==> config.mk <==
export PLATFORM = sky130hd
export DESIGN_NAME = keyer_top
export DESIGN_NICKNAME = d
export VERILOG_FILES = /design/src/design/keyer_pkg.sv /design/src/design/keyer_top.sv /design/src/design/video_mux.sv /design/src/design/centroid_tracker.sv /design/src/design/chroma_key.sv /design/src/design/video_timing.sv
export VERILOG_INCLUDE_DIRS = /design/src /design/src/design
export SDC_FILE = /design/constraint.sdc
export NUM_CORES = 1
export LEC_CHECK = 0
export BUFFER_PORTS_ARGS = -buffer_cell sky130_fd_sc_hd__buf_2
export CAP_MARGIN = 10
export CELL_PAD_IN_SITES_DETAIL_PLACEMENT = 1
export CELL_PAD_IN_SITES_GLOBAL_PLACEMENT = 2
export CORE_MARGIN = 4
export CORE_UTILIZATION = 25
export CTS_BUF_LIST = sky130_fd_sc_hd__clkbuf_8
export CTS_CLUSTER_DIAMETER = 30
export DETAILED_ROUTE_END_ITERATION = 16
export PLACE_DENSITY = 0.63
export SYNTH_ARGS = -nofsm -noshare
export SYNTH_HDL_FRONTEND = slang
export SYNTH_HIERARCHICAL = 1
export SYNTH_SLANG_ARGS = --single-unit
==> constraint.sdc <==
create_clock -name clk_pixel -period 5.35 [get_ports clk_pixel]
set_input_delay 1.07 -clock clk_pixel [delete_from_list [all_inputs] [get_ports clk_pixel]]
set_output_delay 1.07 -clock clk_pixel [all_outputs]
set_load 0.01 [all_outputs]
==> src/design/keyer_defines.svh <==
`ifndef KEYER_DEFINES_SVH
`define KEYER_DEFINES_SVH

// ==============================
// raster timing
// ==============================

// 720p60 horizontal timing in pixel periods
`define KEYER_H_ACTIVE 1280
`define KEYER_H_FRONT 110
`define KEYER_H_SYNC 40
`define KEYER_H_BACK 220

// vertical timing in lines
`define KEYER_V_ACTIVE 720
`define KEYER_V_FRONT 5
`define KEYER_V_SYNC 5
`define KEYER_V_BACK 20

// counter widths, wide enough for the full totals
`define KEYER_HCOUNT_W 11
`define KEYER_VCOUNT_W 10

// ==============================
// colors and pipeline depth
// ==============================

// shown in place of a pixel the stream did not deliver
`define KEYER_FILL_RGB565 16'h2277
// backdrop drawn behind the player in keyed mode
`define KEYER_BACKDROP_RGB 24'h1E3C78
`define KEYER_CROSSHAIR_RGB 24'hFF0080
// pixel in to keyed pixel out of the chroma stage
`define KEYER_KEY_LATENCY 3

`endif
==> src/design/keyer_pkg.sv <==
`default_nettype none

`include "keyer_defines.svh"

package keyer_pkg;

  // raster positions
  typedef logic [`KEYER_HCOUNT_W-1:0] hcount_t;
  typedef logic [`KEYER_VCOUNT_W-1:0] vcount_t;

  // 5:6:5 pixel as it arrives from the stream
  typedef logic [15:0] rgb565_t;
  // one color or chroma channel
  typedef logic [7:0] chan_t;

  typedef struct packed {
    chan_t red;
    chan_t green;
    chan_t blue;
  } rgb_t;

  // frame_end marks the last active pixel of a frame
  typedef struct packed {
    hcount_t hcount;
    vcount_t vcount;
    logic    hsync;
    logic    vsync;
    logic    active;
    logic    frame_end;
  } raster_t;

  // inclusive Cr/Cb window that counts as backdrop
  typedef struct packed {
    chan_t cr_lo;
    chan_t cr_hi;
    chan_t cb_lo;
    chan_t cb_hi;
  } key_bounds_t;

  typedef struct packed {
    rgb_t  pixel;
    chan_t luma;
    logic  player;
  } keyed_pixel_t;

  typedef struct packed {
    hcount_t x;
    vcount_t y;
  } centroid_t;

  typedef enum logic [1:0] {
    MODE_CAMERA = 2'd0,
    MODE_LUMA   = 2'd1,
    MODE_MASK   = 2'd2,
    MODE_KEYED  = 2'd3
  } disp_mode_e;

  typedef enum logic [1:0] {
    DIV_IDLE = 2'd0,
    DIV_X    = 2'd1,
    DIV_Y    = 2'd2,
    DIV_DONE = 2'd3
  } div_state_e;

endpackage

`default_nettype wire

==> src/design/keyer_top.sv <==
`timescale 1ns/1ns
`default_nettype none

`include "keyer_defines.svh"

module keyer_top #(
  parameter int H_ACTIVE = `KEYER_H_ACTIVE,
  parameter int H_FRONT  = `KEYER_H_FRONT,
  parameter int H_SYNC   = `KEYER_H_SYNC,
  parameter int H_BACK   = `KEYER_H_BACK,
  parameter int V_ACTIVE = `KEYER_V_ACTIVE,
  parameter int V_FRONT  = `KEYER_V_FRONT,
  parameter int V_SYNC   = `KEYER_V_SYNC,
  parameter int V_BACK   = `KEYER_V_BACK
) (
  input  wire                           clk_pixel,
  input  wire                           recent_reset,
  // pixel stream in
  input  wire keyer_pkg::rgb565_t       pix_data_i,
  input  wire                           pix_valid_i,
  input  wire                           pix_last_i,
  output logic                          pix_ready_o,
  // keying controls
  input  wire keyer_pkg::key_bounds_t   bounds_i,
  input  wire keyer_pkg::disp_mode_e    mode_i,
  input  wire                           crosshair_en_i,
  // video out
  output keyer_pkg::rgb_t               rgb_o,
  output logic                          hsync_o,
  output logic                          vsync_o,
  output logic                          de_o
);

  keyer_pkg::raster_t       raster;
  keyer_pkg::raster_t       raster_dly [`KEYER_KEY_LATENCY];
  keyer_pkg::rgb565_t       pix_sel;
  keyer_pkg::keyed_pixel_t  keyed;
  keyer_pkg::centroid_t     centroid;

  video_timing #(
    .H_ACTIVE(H_ACTIVE), .H_FRONT(H_FRONT), .H_SYNC(H_SYNC), .H_BACK(H_BACK),
    .V_ACTIVE(V_ACTIVE), .V_FRONT(V_FRONT), .V_SYNC(V_SYNC), .V_BACK(V_BACK)
  ) timing_i (
    .clk_pixel    (clk_pixel),
    .recent_reset (recent_reset),
    .raster_o     (raster)
  );

  // ==============================
  // stream ready and fill
  // ==============================

  // only pull pixels inside the active area; a pixel marked last is
  // held off until the raster reaches the last active position
  assign pix_ready_o = raster.active && !(pix_last_i && !raster.frame_end);

  // no transfer this cycle means the fill color goes down the pipe
  assign pix_sel = (pix_valid_i && pix_ready_o) ? pix_data_i : `KEYER_FILL_RGB565;

  chroma_key key_i (
    .clk_pixel    (clk_pixel),
    .recent_reset (recent_reset),
    .pixel_i      (pix_sel),
    .bounds_i     (bounds_i),
    .keyed_o      (keyed)
  );

  // raster delayed to line up with the keyed pixel
  always_ff @(posedge clk_pixel) begin
    if (recent_reset) begin
      for (int i = 0; i < `KEYER_KEY_LATENCY; i++) begin
        raster_dly[i] <= '0;
      end
    end else begin
      raster_dly[0] <= raster;
      for (int i = 1; i < `KEYER_KEY_LATENCY; i++) begin
        raster_dly[i] <= raster_dly[i-1];
      end
    end
  end

  centroid_tracker tracker_i (
    .clk_pixel    (clk_pixel),
    .recent_reset (recent_reset),
    .raster_i     (raster_dly[`KEYER_KEY_LATENCY-1]),
    .player_i     (keyed.player),
    .centroid_o   (centroid)
  );

  video_mux mux_i (
    .clk_pixel      (clk_pixel),
    .recent_reset   (recent_reset),
    .raster_i       (raster_dly[`KEYER_KEY_LATENCY-1]),
    .keyed_i        (keyed),
    .mode_i         (mode_i),
    .crosshair_en_i (crosshair_en_i),
    .centroid_i     (centroid),
    .rgb_o          (rgb_o),
    .hsync_o        (hsync_o),
    .vsync_o        (vsync_o),
    .de_o           (de_o)
  );

endmodule

`default_nettype wire

==> src/design/video_mux.sv <==
`timescale 1ns/1ns
`default_nettype none

`include "keyer_defines.svh"

module video_mux (
  input  wire                           clk_pixel,
  input  wire                           recent_reset,
  input  wire keyer_pkg::raster_t       raster_i,
  input  wire keyer_pkg::keyed_pixel_t  keyed_i,
  input  wire keyer_pkg::disp_mode_e    mode_i,
  input  wire                           crosshair_en_i,
  input  wire keyer_pkg::centroid_t     centroid_i,
  output keyer_pkg::rgb_t               rgb_o,
  output logic                          hsync_o,
  output logic                          vsync_o,
  output logic                          de_o
);

  keyer_pkg::rgb_t bg_pix;
  keyer_pkg::rgb_t out_pix;
  logic            on_cross;

  // ==============================
  // background by display mode
  // ==============================

  always_comb begin
    case (mode_i)
      keyer_pkg::MODE_CAMERA: begin
        bg_pix = keyed_i.pixel;
      end
      keyer_pkg::MODE_LUMA: begin
        // grayscale, luma on every channel
        bg_pix = {keyed_i.luma, keyed_i.luma, keyed_i.luma};
      end
      keyer_pkg::MODE_MASK: begin
        bg_pix = keyed_i.player ? 24'hFFFFFF : 24'h000000;
      end
      default: begin
        // player over the flat backdrop
        bg_pix = keyed_i.player ? keyed_i.pixel : keyer_pkg::rgb_t'(`KEYER_BACKDROP_RGB);
      end
    endcase
  end

  // crosshair: full row and full column through the centroid
  assign on_cross = crosshair_en_i
                  && ((raster_i.hcount == centroid_i.x) || (raster_i.vcount == centroid_i.y));

  always_comb begin
    if (!raster_i.active) begin
      out_pix = '0;
    end else if (on_cross) begin
      out_pix = keyer_pkg::rgb_t'(`KEYER_CROSSHAIR_RGB);
    end else begin
      out_pix = bg_pix;
    end
  end

  // pixel and syncs leave together in one register stage
  always_ff @(posedge clk_pixel) begin
    if (recent_reset) begin
      rgb_o   <= '0;
      hsync_o <= 1'b0;
      vsync_o <= 1'b0;
      de_o    <= 1'b0;
    end else begin
      rgb_o   <= out_pix;
      hsync_o <= raster_i.hsync;
      vsync_o <= raster_i.vsync;
      de_o    <= raster_i.active;
    end
  end

endmodule

`default_nettype wire

==> src/design/centroid_tracker.sv <==
`timescale 1ns/1ns
`default_nettype none

`include "keyer_defines.svh"

module centroid_tracker (
  input  wire                       clk_pixel,
  input  wire                       recent_reset,
  input  wire keyer_pkg::raster_t   raster_i,
  input  wire                       player_i,
  output keyer_pkg::centroid_t      centroid_o
);

  // sums of a full 720p frame need 32 bits, the count 21
  localparam int CNT_W     = `KEYER_HCOUNT_W + `KEYER_VCOUNT_W;
  localparam int SUM_W     = CNT_W + `KEYER_HCOUNT_W;
  // the mean is a coordinate, so a short quotient is enough
  localparam int DIV_STEPS = `KEYER_HCOUNT_W + 1;
  localparam int STEP_W    = $clog2(DIV_STEPS);
  localparam int REM_W     = CNT_W + DIV_STEPS;

  // ==============================
  // per frame accumulation
  // ==============================

  logic [SUM_W-1:0] acc_x;
  logic [SUM_W-1:0] acc_y;
  logic [CNT_W-1:0] acc_n;
  logic             hit;
  logic [SUM_W-1:0] acc_x_next;
  logic [SUM_W-1:0] acc_y_next;
  logic [CNT_W-1:0] acc_n_next;

  // the frame_end pixel itself still counts
  always_comb begin
    hit        = raster_i.active && player_i;
    acc_x_next = acc_x + (hit ? SUM_W'(raster_i.hcount) : '0);
    acc_y_next = acc_y + (hit ? SUM_W'(raster_i.vcount) : '0);
    acc_n_next = acc_n + CNT_W'(hit);
  end

  // ==============================
  // restoring divider
  // ==============================

  keyer_pkg::div_state_e state;
  logic [STEP_W-1:0]     step;
  logic [SUM_W-1:0]      sum_y_lat;
  logic [CNT_W-1:0]      div_n;
  logic [REM_W-1:0]      rem;
  logic [DIV_STEPS-1:0]  quo;
  logic [REM_W-1:0]      shifted_div;
  logic                  take;
  logic [REM_W-1:0]      rem_next;
  logic [DIV_STEPS-1:0]  quo_next;
  keyer_pkg::hcount_t    cx;
  keyer_pkg::vcount_t    cy;

  // one quotient bit per cycle, msb first
  always_comb begin
    shifted_div = REM_W'(div_n) << step;
    take        = rem >= shifted_div;
    rem_next    = take ? (rem - shifted_div) : rem;
    quo_next    = quo;
    if (take) begin
      quo_next[step] = 1'b1;
    end
  end

  // control: accumulators, state, step, published centroid
  always_ff @(posedge clk_pixel) begin
    if (recent_reset) begin
      acc_x      <= '0;
      acc_y      <= '0;
      acc_n      <= '0;
      state      <= keyer_pkg::DIV_IDLE;
      step       <= '0;
      centroid_o <= '0;
    end else begin
      if (raster_i.frame_end) begin
        acc_x <= '0;
        acc_y <= '0;
        acc_n <= '0;
      end else begin
        acc_x <= acc_x_next;
        acc_y <= acc_y_next;
        acc_n <= acc_n_next;
      end

      case (state)
        keyer_pkg::DIV_IDLE: begin
          // an empty frame keeps the old centroid
          if (raster_i.frame_end && (acc_n_next != '0)) begin
            state <= keyer_pkg::DIV_X;
            step  <= STEP_W'(DIV_STEPS - 1);
          end
        end
        keyer_pkg::DIV_X: begin
          if (step == '0) begin
            state <= keyer_pkg::DIV_Y;
            step  <= STEP_W'(DIV_STEPS - 1);
          end else begin
            step <= step - 1'b1;
          end
        end
        keyer_pkg::DIV_Y: begin
          if (step == '0) begin
            state <= keyer_pkg::DIV_DONE;
          end else begin
            step <= step - 1'b1;
          end
        end
        default: begin
          centroid_o.x <= cx;
          centroid_o.y <= cy;
          state        <= keyer_pkg::DIV_IDLE;
        end
      endcase
    end
  end

  // datapath: latched sums, remainder and quotient
  always_ff @(posedge clk_pixel) begin
    case (state)
      keyer_pkg::DIV_IDLE: begin
        rem       <= REM_W'(acc_x_next);
        sum_y_lat <= acc_y_next;
        div_n     <= acc_n_next;
        quo       <= '0;
      end
      keyer_pkg::DIV_X: begin
        if (step == '0) begin
          cx  <= quo_next[`KEYER_HCOUNT_W-1:0];
          rem <= REM_W'(sum_y_lat);
          quo <= '0;
        end else begin
          rem <= rem_next;
          quo <= quo_next;
        end
      end
      keyer_pkg::DIV_Y: begin
        rem <= rem_next;
        quo <= quo_next;
        if (step == '0) begin
          cy <= quo_next[`KEYER_VCOUNT_W-1:0];
        end
      end
      default: begin
        quo <= '0;
      end
    endcase
  end

endmodule

`default_nettype wire

==> src/design/chroma_key.sv <==
`timescale 1ns/1ns
`default_nettype none

module chroma_key (
  input  wire                           clk_pixel,
  input  wire                           recent_reset,
  input  wire keyer_pkg::rgb565_t       pixel_i,
  input  wire keyer_pkg::key_bounds_t   bounds_i,
  output keyer_pkg::keyed_pixel_t       keyed_o
);

  // ==============================
  // stage 1: 565 to 888
  // ==============================

  keyer_pkg::rgb_t s1_rgb;

  // low bits zero filled, no replication of the msbs
  always_ff @(posedge clk_pixel) begin
    s1_rgb.red   <= {pixel_i[15:11], 3'b000};
    s1_rgb.green <= {pixel_i[10:5], 2'b00};
    s1_rgb.blue  <= {pixel_i[4:0], 3'b000};
  end

  // ==============================
  // stage 2: rgb to YCrCb
  // ==============================

  // channels widened to signed so the chroma sums can go negative
  logic signed [16:0] r_s;
  logic signed [16:0] g_s;
  logic signed [16:0] b_s;
  logic        [16:0] y_sum;
  logic signed [16:0] cr_sum;
  logic signed [16:0] cb_sum;

  always_comb begin
    r_s = $signed({9'd0, s1_rgb.red});
    g_s = $signed({9'd0, s1_rgb.green});
    b_s = $signed({9'd0, s1_rgb.blue});
    // luma sum peaks near 56k, fits unsigned
    y_sum = (17'd66 * {9'd0, s1_rgb.red}) + (17'd129 * {9'd0, s1_rgb.green})
          + (17'd25 * {9'd0, s1_rgb.blue});
    // chroma sums stay within +-28560
    cr_sum = (17'sd112 * r_s) - (17'sd94 * g_s) - (17'sd18 * b_s);
    cb_sum = (17'sd112 * b_s) - (17'sd38 * r_s) - (17'sd74 * g_s);
  end

  keyer_pkg::rgb_t  s2_rgb;
  keyer_pkg::chan_t s2_y;
  keyer_pkg::chan_t s2_cr;
  keyer_pkg::chan_t s2_cb;

  always_ff @(posedge clk_pixel) begin
    s2_rgb <= s1_rgb;
    s2_y   <= y_sum[15:8] + 8'd16;
    // bits 15:8 are the low byte of the floor shift by 8,
    // adding 128 to that byte just flips its msb
    s2_cr  <= {~cr_sum[15], cr_sum[14:8]};
    s2_cb  <= {~cb_sum[15], cb_sum[14:8]};
  end

  // ==============================
  // stage 3: window test
  // ==============================

  logic cr_in_win;
  logic cb_in_win;

  // both windows inclusive at either end
  assign cr_in_win = (s2_cr >= bounds_i.cr_lo) && (s2_cr <= bounds_i.cr_hi);
  assign cb_in_win = (s2_cb >= bounds_i.cb_lo) && (s2_cb <= bounds_i.cb_hi);

  always_ff @(posedge clk_pixel) begin
    if (recent_reset) begin
      keyed_o <= '0;
    end else begin
      keyed_o.pixel  <= s2_rgb;
      keyed_o.luma   <= s2_y;
      // backdrop only when both chroma channels sit in their window
      keyed_o.player <= !(cr_in_win && cb_in_win);
    end
  end

endmodule

`default_nettype wire

==> src/design/video_timing.sv <==
`timescale 1ns/1ns
`default_nettype none

`include "keyer_defines.svh"

module video_timing #(
  parameter int H_ACTIVE = `KEYER_H_ACTIVE,
  parameter int H_FRONT  = `KEYER_H_FRONT,
  parameter int H_SYNC   = `KEYER_H_SYNC,
  parameter int H_BACK   = `KEYER_H_BACK,
  parameter int V_ACTIVE = `KEYER_V_ACTIVE,
  parameter int V_FRONT  = `KEYER_V_FRONT,
  parameter int V_SYNC   = `KEYER_V_SYNC,
  parameter int V_BACK   = `KEYER_V_BACK
) (
  input  wire                 clk_pixel,
  input  wire                 recent_reset,
  output keyer_pkg::raster_t  raster_o
);

  // totals and decode points, sized to the counters
  localparam int H_TOTAL = H_ACTIVE + H_FRONT + H_SYNC + H_BACK;
  localparam int V_TOTAL = V_ACTIVE + V_FRONT + V_SYNC + V_BACK;

  localparam keyer_pkg::hcount_t H_LAST     = keyer_pkg::hcount_t'(H_TOTAL - 1);
  localparam keyer_pkg::hcount_t H_ACT_LAST = keyer_pkg::hcount_t'(H_ACTIVE - 1);
  localparam keyer_pkg::hcount_t HS_START   = keyer_pkg::hcount_t'(H_ACTIVE + H_FRONT);
  localparam keyer_pkg::hcount_t HS_END     = keyer_pkg::hcount_t'(H_ACTIVE + H_FRONT + H_SYNC);

  localparam keyer_pkg::vcount_t V_LAST     = keyer_pkg::vcount_t'(V_TOTAL - 1);
  localparam keyer_pkg::vcount_t V_ACT_LAST = keyer_pkg::vcount_t'(V_ACTIVE - 1);
  localparam keyer_pkg::vcount_t VS_START   = keyer_pkg::vcount_t'(V_ACTIVE + V_FRONT);
  localparam keyer_pkg::vcount_t VS_END     = keyer_pkg::vcount_t'(V_ACTIVE + V_FRONT + V_SYNC);

  // free running scan position
  keyer_pkg::hcount_t h_cnt;
  keyer_pkg::vcount_t v_cnt;

  // raster_o is the registered decode of the counters, so after reset
  // it steps through 0,0 then 1,0 and so on, one position per cycle
  always_ff @(posedge clk_pixel) begin
    if (recent_reset) begin
      h_cnt    <= '0;
      v_cnt    <= '0;
      raster_o <= '0;
    end else begin
      raster_o.hcount    <= h_cnt;
      raster_o.vcount    <= v_cnt;
      raster_o.active    <= (h_cnt <= H_ACT_LAST) && (v_cnt <= V_ACT_LAST);
      raster_o.hsync     <= (h_cnt >= HS_START) && (h_cnt < HS_END);
      raster_o.vsync     <= (v_cnt >= VS_START) && (v_cnt < VS_END);
      raster_o.frame_end <= (h_cnt == H_ACT_LAST) && (v_cnt == V_ACT_LAST);

      // wrap the pixel count at the line end, the line count at the frame end
      if (h_cnt == H_LAST) begin
        h_cnt <= '0;
        if (v_cnt == V_LAST) begin
          v_cnt <= '0;
        end else begin
          v_cnt <= v_cnt + 1'b1;
        end
      end else begin
        h_cnt <= h_cnt + 1'b1;
      end
    end
  end

endmodule

`default_nettype wire

# After elaboration in Yosys (flattened, before gate mapping)
# Memories as Yosys holds them, arrays and structs flattened.
# Index checks and enable logic that the tools add are counted.
dict set report classes {
  bitwise 7
  reduce_logical 32
  mux 29
  magnitude_cmp 13
  multipliers 9
  n_shift 1
  n_eq_ne 14
  add_sub_neg 14
}
# cell count
set ops {}
lappend ops {{case mux 33 bit (3 select lines)} 1}
lappend ops {{2-to-1 mux 25 bit} 3}
lappend ops {{2-to-1 mux 24 bit} 3}
lappend ops {{case mux 24 bit (3 select lines)} 1}
lappend ops {{2-to-1 mux 33 bit} 2}
lappend ops {{adder 32 bit} 2}
lappend ops {{subtractor 16 bit} 4}
lappend ops {{greater-or-equal comparator 33 bit} 1}
lappend ops {{<< shifter 21 x 4 -> 33 bit} 1}
lappend ops {{subtractor 33 bit} 1}
lappend ops {{multiplier 6 x 6 -> 12 bit, first input constant} 2}
lappend ops {{2-to-1 mux 12 bit} 2}
lappend ops {{case mux 12 bit (2 select lines)} 1}
lappend ops {{== test 11 bit, second input constant} 2}
lappend ops {{adder 21 x 1 -> 21 bit} 1}
lappend ops {{nonzero test 21 bit} 1}
lappend ops {{== test 10 bit, second input constant} 2}
lappend ops {{multiplier 5 x 5 -> 10 bit, first input constant} 2}
lappend ops {{2-to-1 mux 10 bit} 2}
lappend ops {{adder 15 x 16 -> 16 bit} 1}
lappend ops {{adder 16 x 13 -> 16 bit} 1}
lappend ops {{greater-or-equal comparator 8 bit} 2}
lappend ops {{<= comparator 8 bit} 2}
lappend ops {{multiplier 3 x 5 -> 8 bit, first input constant} 2}
lappend ops {{other kinds (41)} 77}
dict set report word_totals {
  n_memories 1
  inputBits 55
  ramBits 75
  output_inout_bits 28
  wordCells 162
  regBits 385
}
# memory words width read_ports rd_clocked_by_memory_dff wr line_no
set memory_table {}
lappend memory_table {raster_dly 3 25 3 0 3 keyer_top.sv:35} ;# keyer_pkg::raster_t raster_dly [`KEYER_KEY_LATENCY];

# Depth between registers and ports, before layout
# Gate-level depths: netlist of run 1.
dict set report logic_depth {
  depth_word 8
  mapped_depth 21
  depth_no_buf 21
}

# Cells and area by module
# Netlist of run 1, hierarchy kept.
# mod cells_per_inst instances seq_area_each_um2 area_per_inst_um2
set by_module_without_submodules {}
lappend by_module_without_submodules {centroid_tracker 1338 1 5675.4 13256.5}
lappend by_module_without_submodules {chroma_key 722 1 1621.6 7018.0}
lappend by_module_without_submodules {keyer_top 179 1 1501.4 2159.6}
lappend by_module_without_submodules {video_timing 200 1 920.9 1831.8}
lappend by_module_without_submodules {video_mux 174 1 540.5 1496.4}

# Worst setup path after synthesis of run 1
# No wires, ideal clock.
dict set report synth_timing {
  path_type {reg-to-reg}
  start {reg key_i.s1_rgb, in the netlist key_i/g_s[5]}
  end {reg key_i.s2_cr[7]}
  arrival_ns 4.985
  required_time_ns 5.278
  n_path_buf 0
  path_slack_ns 0.293
  path_stages_with_launch 20
  setup_time_ns 0.072
  synth_period_minus_slack_ns 5.057
  cell_sequence {dfxtp_1 > fa_1 > inv_1 > fa_1 > fa_1 > inv_1 > ha_1 > a21oi_1 > nor2_1 > nor2_1 > o21bai_1 > a21oi_1 > xnor2_1 > fa_1 > inv_1 > ha_1 > and3_1 > a311o_1 > a311oi_1 > xnor2_1}
}
dict set report synth_via {
  elab_chain_cells 4
}
# element line_no
set synth_rtl {}
lappend synth_rtl {{start: declaration} chroma_key.sv:16} ;# keyer_pkg::rgb_t s1_rgb;
lappend synth_rtl {{multiplier 6 x 6 -> 12 bit} chroma_key.sv:45} ;# cr_sum = (17'sd112 * r_s) - (17'sd94 * g_s) - (17'sd18 * b_s);
lappend synth_rtl {{subtractor 16 bit (2 in series)} chroma_key.sv:45}
lappend synth_rtl {{NOT 1 bit} chroma_key.sv:59} ;# s2_cr <= {~cr_sum[15], cr_sum[14:8]};
lappend synth_rtl {{end signal: assignment} chroma_key.sv:59}
lappend synth_rtl {{end: declaration} chroma_key.sv:51} ;# keyer_pkg::chan_t s2_cr;
# No other way between the ends.
# A chain may end at the register's enable or synchronous reset.

# Worst setup path in the final report of run 1
dict set report layout_timing {
  start {reg key_i.s1_rgb, in the netlist key_i/g_s[7]}
  end {reg key_i.s2_cr[6]}
}
dict set report layout_via {
  elab_chain_cells 3
}
# element line_no
set layout_rtl {}
lappend layout_rtl {{multiplier 6 x 6 -> 12 bit} chroma_key.sv:45}
lappend layout_rtl {{subtractor 16 bit (2 in series)} chroma_key.sv:45}
lappend layout_rtl {{net key_i.cr_sum[14]} chroma_key.sv:34} ;# logic signed [16:0] cr_sum;
# The timed path passes the listed nets, and every way through them passes these cells.

==> flow_summary.ini, run 1 <==
[worst_setup_path]
r2r_setup_slack_ns = 0.23
reg2reg_from = key_i/g_s[7]$_DFF_P_
crit_path_start = key_i/g_s[7]$_DFF_P_
critPathLaunchType = flop
path_class = reg2reg
worstSetupEndpointType = flop
critical_path_arrival_ns = 5.73
cp.required_ns = 5.97
cp_max_fo = 5

[grt]
antenna_found_initial = 2
grt_max_degree = 96
grt.overflow.total = 0
grt_pass1_vias = 21100
grt_use_total = 0.136
grt_pass1_wl_um = 117000

[floorplan]
core_um2 = 102000
start_util = 0.252
die-height_um = 329
num_io_pins = 83
num_rows = 117
die_area_um2 = 108000
die_w_um = 329

[synth]
syn_area_per_cell_um2 = 9.86
synth_warnings = 6
synth_cell_type_count = 102
ys_seq_elements = 459
synth_top_area_frac = 0.274
synth_flop_cell = dfxtp_1
yosys.area.top_type = dfxtp_1
yosys-top-cells-area = dfxtp_1 (27%), edfxtp_1 (12%), ha_1 (11%), xnor2_1 (4.3%), fa_1 (3.7%)
ys_seq_area_frac = 0.398
synthArstFlopShare = 0
synth_edf_count = 107
syn_area_um2 = 25800
syn_inst = 2613

[finish]
area.growth.synth_to_final_pct = 19.3
fill_cells = 11700
instances_no_fill = 4228
drive_gt1_frac = 0.146
final_util = 0.301
fin_nets = 3087

[timing]
clock_skew_ns = 0.0852
final_hold_viol_count = 0
worst_pin_slew_ns = 1.14
final-max-slew-violation-count = 0
finalCriticalPeriod_ns = 5.12
slew-limit-headroom = 0.234
timing.final.ws_setup_ns = 0.235
max_clock_freq_ghz = 0.196
min_period_over_period = 0.956
setup_viol = 0

[placed_design]
post-dp-hpwl_um = 56000
gp_congestion = 0.854
io_buffers = 82
place_ws_ns = 0.0847
dp_cells = 3998

[detailed_routing]
ant_nets = 0
routed_wl_um = 73600
drtPass1Iterations = 7
post-route-drc-count = 0
drtIter0Drc = 813
wire_per_inst_um = 17.4
num_vias = 19300
viasPerCell = 4.57

[run]
cap_viol_max_count = 0

[pwr]
p_leak_nw = 13.5
power_density_nw_per_um2 = 351
peakVddDrop_mv = 0.187
finalPower_mw = 10.8

[clock_network]
clockBufferDepth = 3
cts_tree = done
path_clk_slew_ns = 0.06
root_buffer = clkbuf_8
numCtsBuffers = 120
htree_levels = 3
clk_latency_ns = 0.78
clock-sinks = 459
holdBufCountCts = 0

[min_path]
hp-start = timing_i/raster_o[4]$_SDFF_PP0_
hp-class = reg2reg

[run_status]
status = finished, final reports clean
## per-layer routing
metal  up-vias  wire [um]  GRT usage
met5         -          0          0
met2       243      35200      0.229
met1      9469      34500      0.175
met3       109       2180     0.0259
met4         0       1780     0.0416
li1       9480          -          -
## where the power goes
group / internal, mW / switching, mW
Sequential: 3.68 / 0.0980
Combinational: 0.738 / 0.928
Clock: 3.42 / 1.91
## placed cells by master (no fill, tap or decap), drive strengths merged, types with 22 or more instances in the layout
cell    instances
dfxtp         352
ha            232
inv           207
nor2          176
nor2b         139
clkbuf        138
nand2         132
a21oi         129
xnor2         127
buf           122
edfxtp        107
o21ai          94
and2           78
mux2i          69
and3           60
xor2           59
nand3          58
a21o           48
fa             47
nand4          35
nor3           32
clkinv         32
or3            31
o221ai         30
o21a           22
## synth_stat cells, types with 5 or more instances
master       n
dfxtp_1    352
ha_1       232
inv_1      183
nor2_1     175
nor2b_1    137
nand2_1    131
a21oi_1    127
xnor2_1    127
edfxtp_1   107
o21ai_0     85
and2_1      76
mux2i_1     69
clkbuf_1    66
and3_1      60
nand3_1     58
xor2_1      58
a21o_1      47
fa_1        47
nand4_1     34
o221ai_1    30
nor3_1      29
or3_1       29
o21a_1      22
a31oi_1     20
a211oi_1    17
buf_4       17
nand2b_1    17
o211ai_1    17
or2_2       15
mux4_2      13
buf_2       12
nor3b_1     12
nor4_1      12
o21bai_1    12
mux2_2      11
a31o_2      10
buf_1        9
o21ai_1      9
o31ai_1      8
a311oi_1     6
and4_1       6
o2111ai_1    6
a21boi_0     5
## through the flow
| stage | hold WS [ns] | cell area [um2] | setup TNS, ns |
|---|---|---|---|
| after floorplan | 0.414 | 25800 | 0 |
| after global placement | 0.420 | 27700 | 0 |
| after detailed placement | 0.425 | 27700 | 0 |
| after CTS | 0.376 | 30700 | 0 |
| after global routing | 0.410 | 30700 | -0.0328 |
| final | 0.408 | 30700 | 0 |
## cell type report
type	instances	area, um2	area share
repair buffers	122	751	0.0244
clock inverters	90	1080	0.0351
diodes	1	2.50	0.0000814
inverters	183	687	0.0224
well taps	1368	1710	0.0557
flip-flops and latches	459	10300	0.334
clock buffers	138	1900	0.0618
multi-input cells	1867	14300	0.467
## registers in the layout (all words and copies together), names as in the netlist, 4 cells and up
signal                cells
tracker_i/rem            33
timing_i/h_cnt           11
key_i/s2_y                8
tracker_i/acc_n          21
timing_i/v_cnt           10
tracker_i/step            4
tracker_i/cx             11
mux_i/rgb_o              24
tracker_i/acc_y          32
key_i/r_s                 5
timing_i/raster_o        25
key_i/s2_cr               8
key_i/keyed_o            25
tracker_i/sum_y_lat      32
tracker_i/centroid_o     21
key_i/g_s                 6
tracker_i/div_n          21
tracker_i/cy             10
raster_dly               75
tracker_i/quo            11
key_i/b_s                 5
tracker_i/acc_x          32
key_i/s2_cb               8
key_i/s2_rgb             16
## cells by family (layout without fill, tap and decap cells)
group	Yosys count	count (layout)	share of synthesized area
compound gates	476	476	0.125
other cells	1	9	0.000146
fa+ha+maj	279	279	0.149
mux	93	93	0.0430
buf+inv	294	533	0.0478
flops	459	459	0.398
simple gates	825	825	0.173
xor+xnor	186	186	0.0635
## worst paths after layout
check	depth (start not counted)	endpoint
min reg2reg	1	raster_dly[0][4]$_SDFF_PP0_
max reg2reg	19	key_i/s2_cr[6]$_DFF_P_
max	19	key_i/s2_cr[6]$_DFF_P_
min	1	raster_dly[0][4]$_SDFF_PP0_
## worst max-delay path, cell delays in order, from the launching register on
cell,delay (ns)
dfxtp_1,0.32
fa_1,0.56
inv_1,0.06
fa_1,0.48
fa_1,0.56
inv_1,0.05
ha_1,0.34
a21oi_1,0.14
nor2_1,0.05
nor2_1,0.15
o21bai_1,0.10
a21oi_2,0.18
xnor2_1,0.11
fa_1,0.55
inv_1,0.08
ha_4,0.26
and3_1,0.17
a311o_1,0.40
a211oi_1,0.31
a311oi_1,0.09
## timing repair
item | in CTS | in global routing
setup buffers | 0 | 1
endpoints found under the setup margin | 0 | 3
resized for setup | 0 | 5
No activity file was read; power rests on OpenSTA's default activity.
==> run 2, diff against run 1 <==
CELL_PAD_IN_SITES_DETAIL_PLACEMENT = unset   (was 1)
CELL_PAD_IN_SITES_GLOBAL_PLACEMENT = unset   (was 2)
CORE_ASPECT_RATIO = 1.75   (was unset)
PLACE_DENSITY = 0.48   (was 0.63)
SLEW_MARGIN = 20   (was unset)
==> flow_summary.ini, run 2 (same netlist as run 1, synthesis figures left out) <==
[run_status]
status = finished, final reports clean

[grt]
antenna_found_initial = 6
top_usage_layer = met2
grtUsageMet1 = 0.131
grt_max_degree = 59
grt_pass1_vias = 19700
grt_use_total = 0.134
use_met3 = 0.0210
met2_usage = 0.263
grt.overflow.total = 0
grt_pass1_wl_um = 113000

[detailed_routing]
drtPass1Iterations = 5
wire_per_inst_um = 17.7
num_vias = 18900
post-route-drc-count = 0
drtIter0Drc = 726
ant_nets = 0
viasPerCell = 4.55
routed_wl_um = 73700

[floorplan]
core_um2 = 102000
die_area_um2 = 108000
die_w_um = 251
num_io_pins = 83
start_util = 0.252
die-height_um = 433
num_rows = 155

[worst_setup_path]
critPathLaunchType = flop
cp.required_ns = 6.01
cp_max_fo = 5
path_class = reg2reg
worstSetupEndpointType = flop
reg2reg_from = key_i/g_s[5]$_DFF_P_
rr_worst_depth = 19
worstReg2RegEnd = key_i/s2_cr[7]$_DFF_P_
critical_path_arrival_ns = 5.75
r2r_setup_slack_ns = 0.26

[timing]
slew-limit-headroom = 0.379
worst_pin_slew_ns = 0.927
finalCriticalPeriod_ns = 5.09
finalSetupTns_ns = 0
rsz0062_at_grt = no
setup_viol = 0
clock_skew_ns = 0.0450
final_hold_viol_count = 0
final-max-slew-violation-count = 0
max_clock_freq_ghz = 0.197
min_period_over_period = 0.951

[placed_design]
io_buffers = 82
post-dp-hpwl_um = 57000
gp_congestion = 0.874
placed_area_um2 = 27700

[finish]
fin_nets = 3068
design_area_um2 = 30000
mostFrequentLayoutCell = dfxtp_1
drive_gt1_frac = 0.135
largest_reg_flops = 75
largest_register = raster_dly
area.growth.synth_to_final_pct = 16.3
top_regs = raster_dly (75), tracker_i/rem (33)
mostFrequentLayoutCells = dfxtp_1 (352), ha_1 (231), inv_1 (195), nor2_1 (173), nor2b_1 (137)

[clock_network]
numCtsBuffers = 99
clock-sinks = 459
cts_tree = done
clockBufferDepth = 3
htree_levels = 3
path_clk_slew_ns = 0.06
holdBufCountCts = 0
cts_setup_buffers = 0
clk_latency_ns = 0.76
root_buffer = clkbuf_8

[pwr]
power_density_nw_per_um2 = 321
peakVddDrop_mv = 0.173
p_leak_nw = 13.0

[min_path]
holdPathEnd = key_i/keyed_o[7]$_SDFF_PP0_
hp-class = reg2reg
hp-start = key_i/s2_y[6]$_DFF_P_
min_path_cells = 1

[run]
cap_viol_max_count = 0
## run 2: report_power, final
part	switching [mW]	leakage, nW	internal (mW)
registers	0.0854	4.08	3.67
logic	0.895	7.83	0.713
clock network	1.83	1.12	2.42
## run 2: cell type report
type / count / area [um2]
repair buffers: 124 / 782
diodes: 3 / 7.51
fillers: 10700 / 72200
multi-input cells: 1867 / 14300
clock inverters: 76 / 768
inverters: 183 / 687
well taps: 1334 / 1670
flip-flops and latches: 459 / 10300
clock buffers: 107 / 1470
## run 2: critical path, cell delays in order (launching register included)
cell	delay (ns)
dfxtp_1	0.33
fa_1	0.59
inv_1	0.07
fa_1	0.48
fa_1	0.54
inv_1	0.04
ha_1	0.32
a21oi_1	0.14
nor2_1	0.06
nor2_2	0.13
o21bai_1	0.10
a21oi_2	0.17
xnor2_1	0.10
fa_1	0.53
inv_1	0.04
ha_1	0.35
and3_1	0.21
a311o_1	0.40
a311oi_2	0.24
xnor2_1	0.15
## run 2: repair_timing
| item | 4_1_cts | 5_1_grt |
|---|---|---|
| endpoints found under the hold margin | 0 | 0 |
| setup endpoints to repair | 0 | 2 |
| resized for setup | 0 | 3 |
## run 2: worst max path at each step
stage                          from                     end  slack (ns)  depth (start not counted)
2_1_floorplan  key_i/g_s[5]$_DFF_P_  key_i/s2_cr[7]$_DFF_P_        0.29                         19
3_3_place_gp   key_i/g_s[5]$_DFF_P_  key_i/s2_cr[7]$_DFF_P_        0.14                         19
3_5_place_dp   key_i/g_s[5]$_DFF_P_  key_i/s2_cr[7]$_DFF_P_        0.11                         19
4_1_cts        key_i/g_s[5]$_DFF_P_  key_i/s2_cr[7]$_DFF_P_        0.08                         19
5_1_grt        key_i/g_s[5]$_DFF_P_  key_i/s2_cr[7]$_DFF_P_        0.02                         19
6_report       key_i/g_s[5]$_DFF_P_  key_i/s2_cr[7]$_DFF_P_        0.26                         19
## run 2: per-layer routing
metal / vias up / share of wire
met3: 158 / 0.030
met5: - / 0
met2: 335 / 0.55
met1: 8987 / 0.37
met4: 0 / 0.054
li1: 9405 / -
## run 2: per-stage QoR
stage,worst slack [ns],std cells,power [mW],util,hold slack (ns)
2_1_floorplan,0.293,2620,5.04,-,0.414
3_3_place_gp,0.140,3967,5.43,0.271,0.416
3_5_place_dp,0.110,3967,5.45,0.271,0.420
4_1_cts,0.0818,4150,9.79,0.293,0.425
5_1_grt,0.0187,4151,10.2,0.293,0.437
6_report,0.265,4153,9.61,0.293,0.413
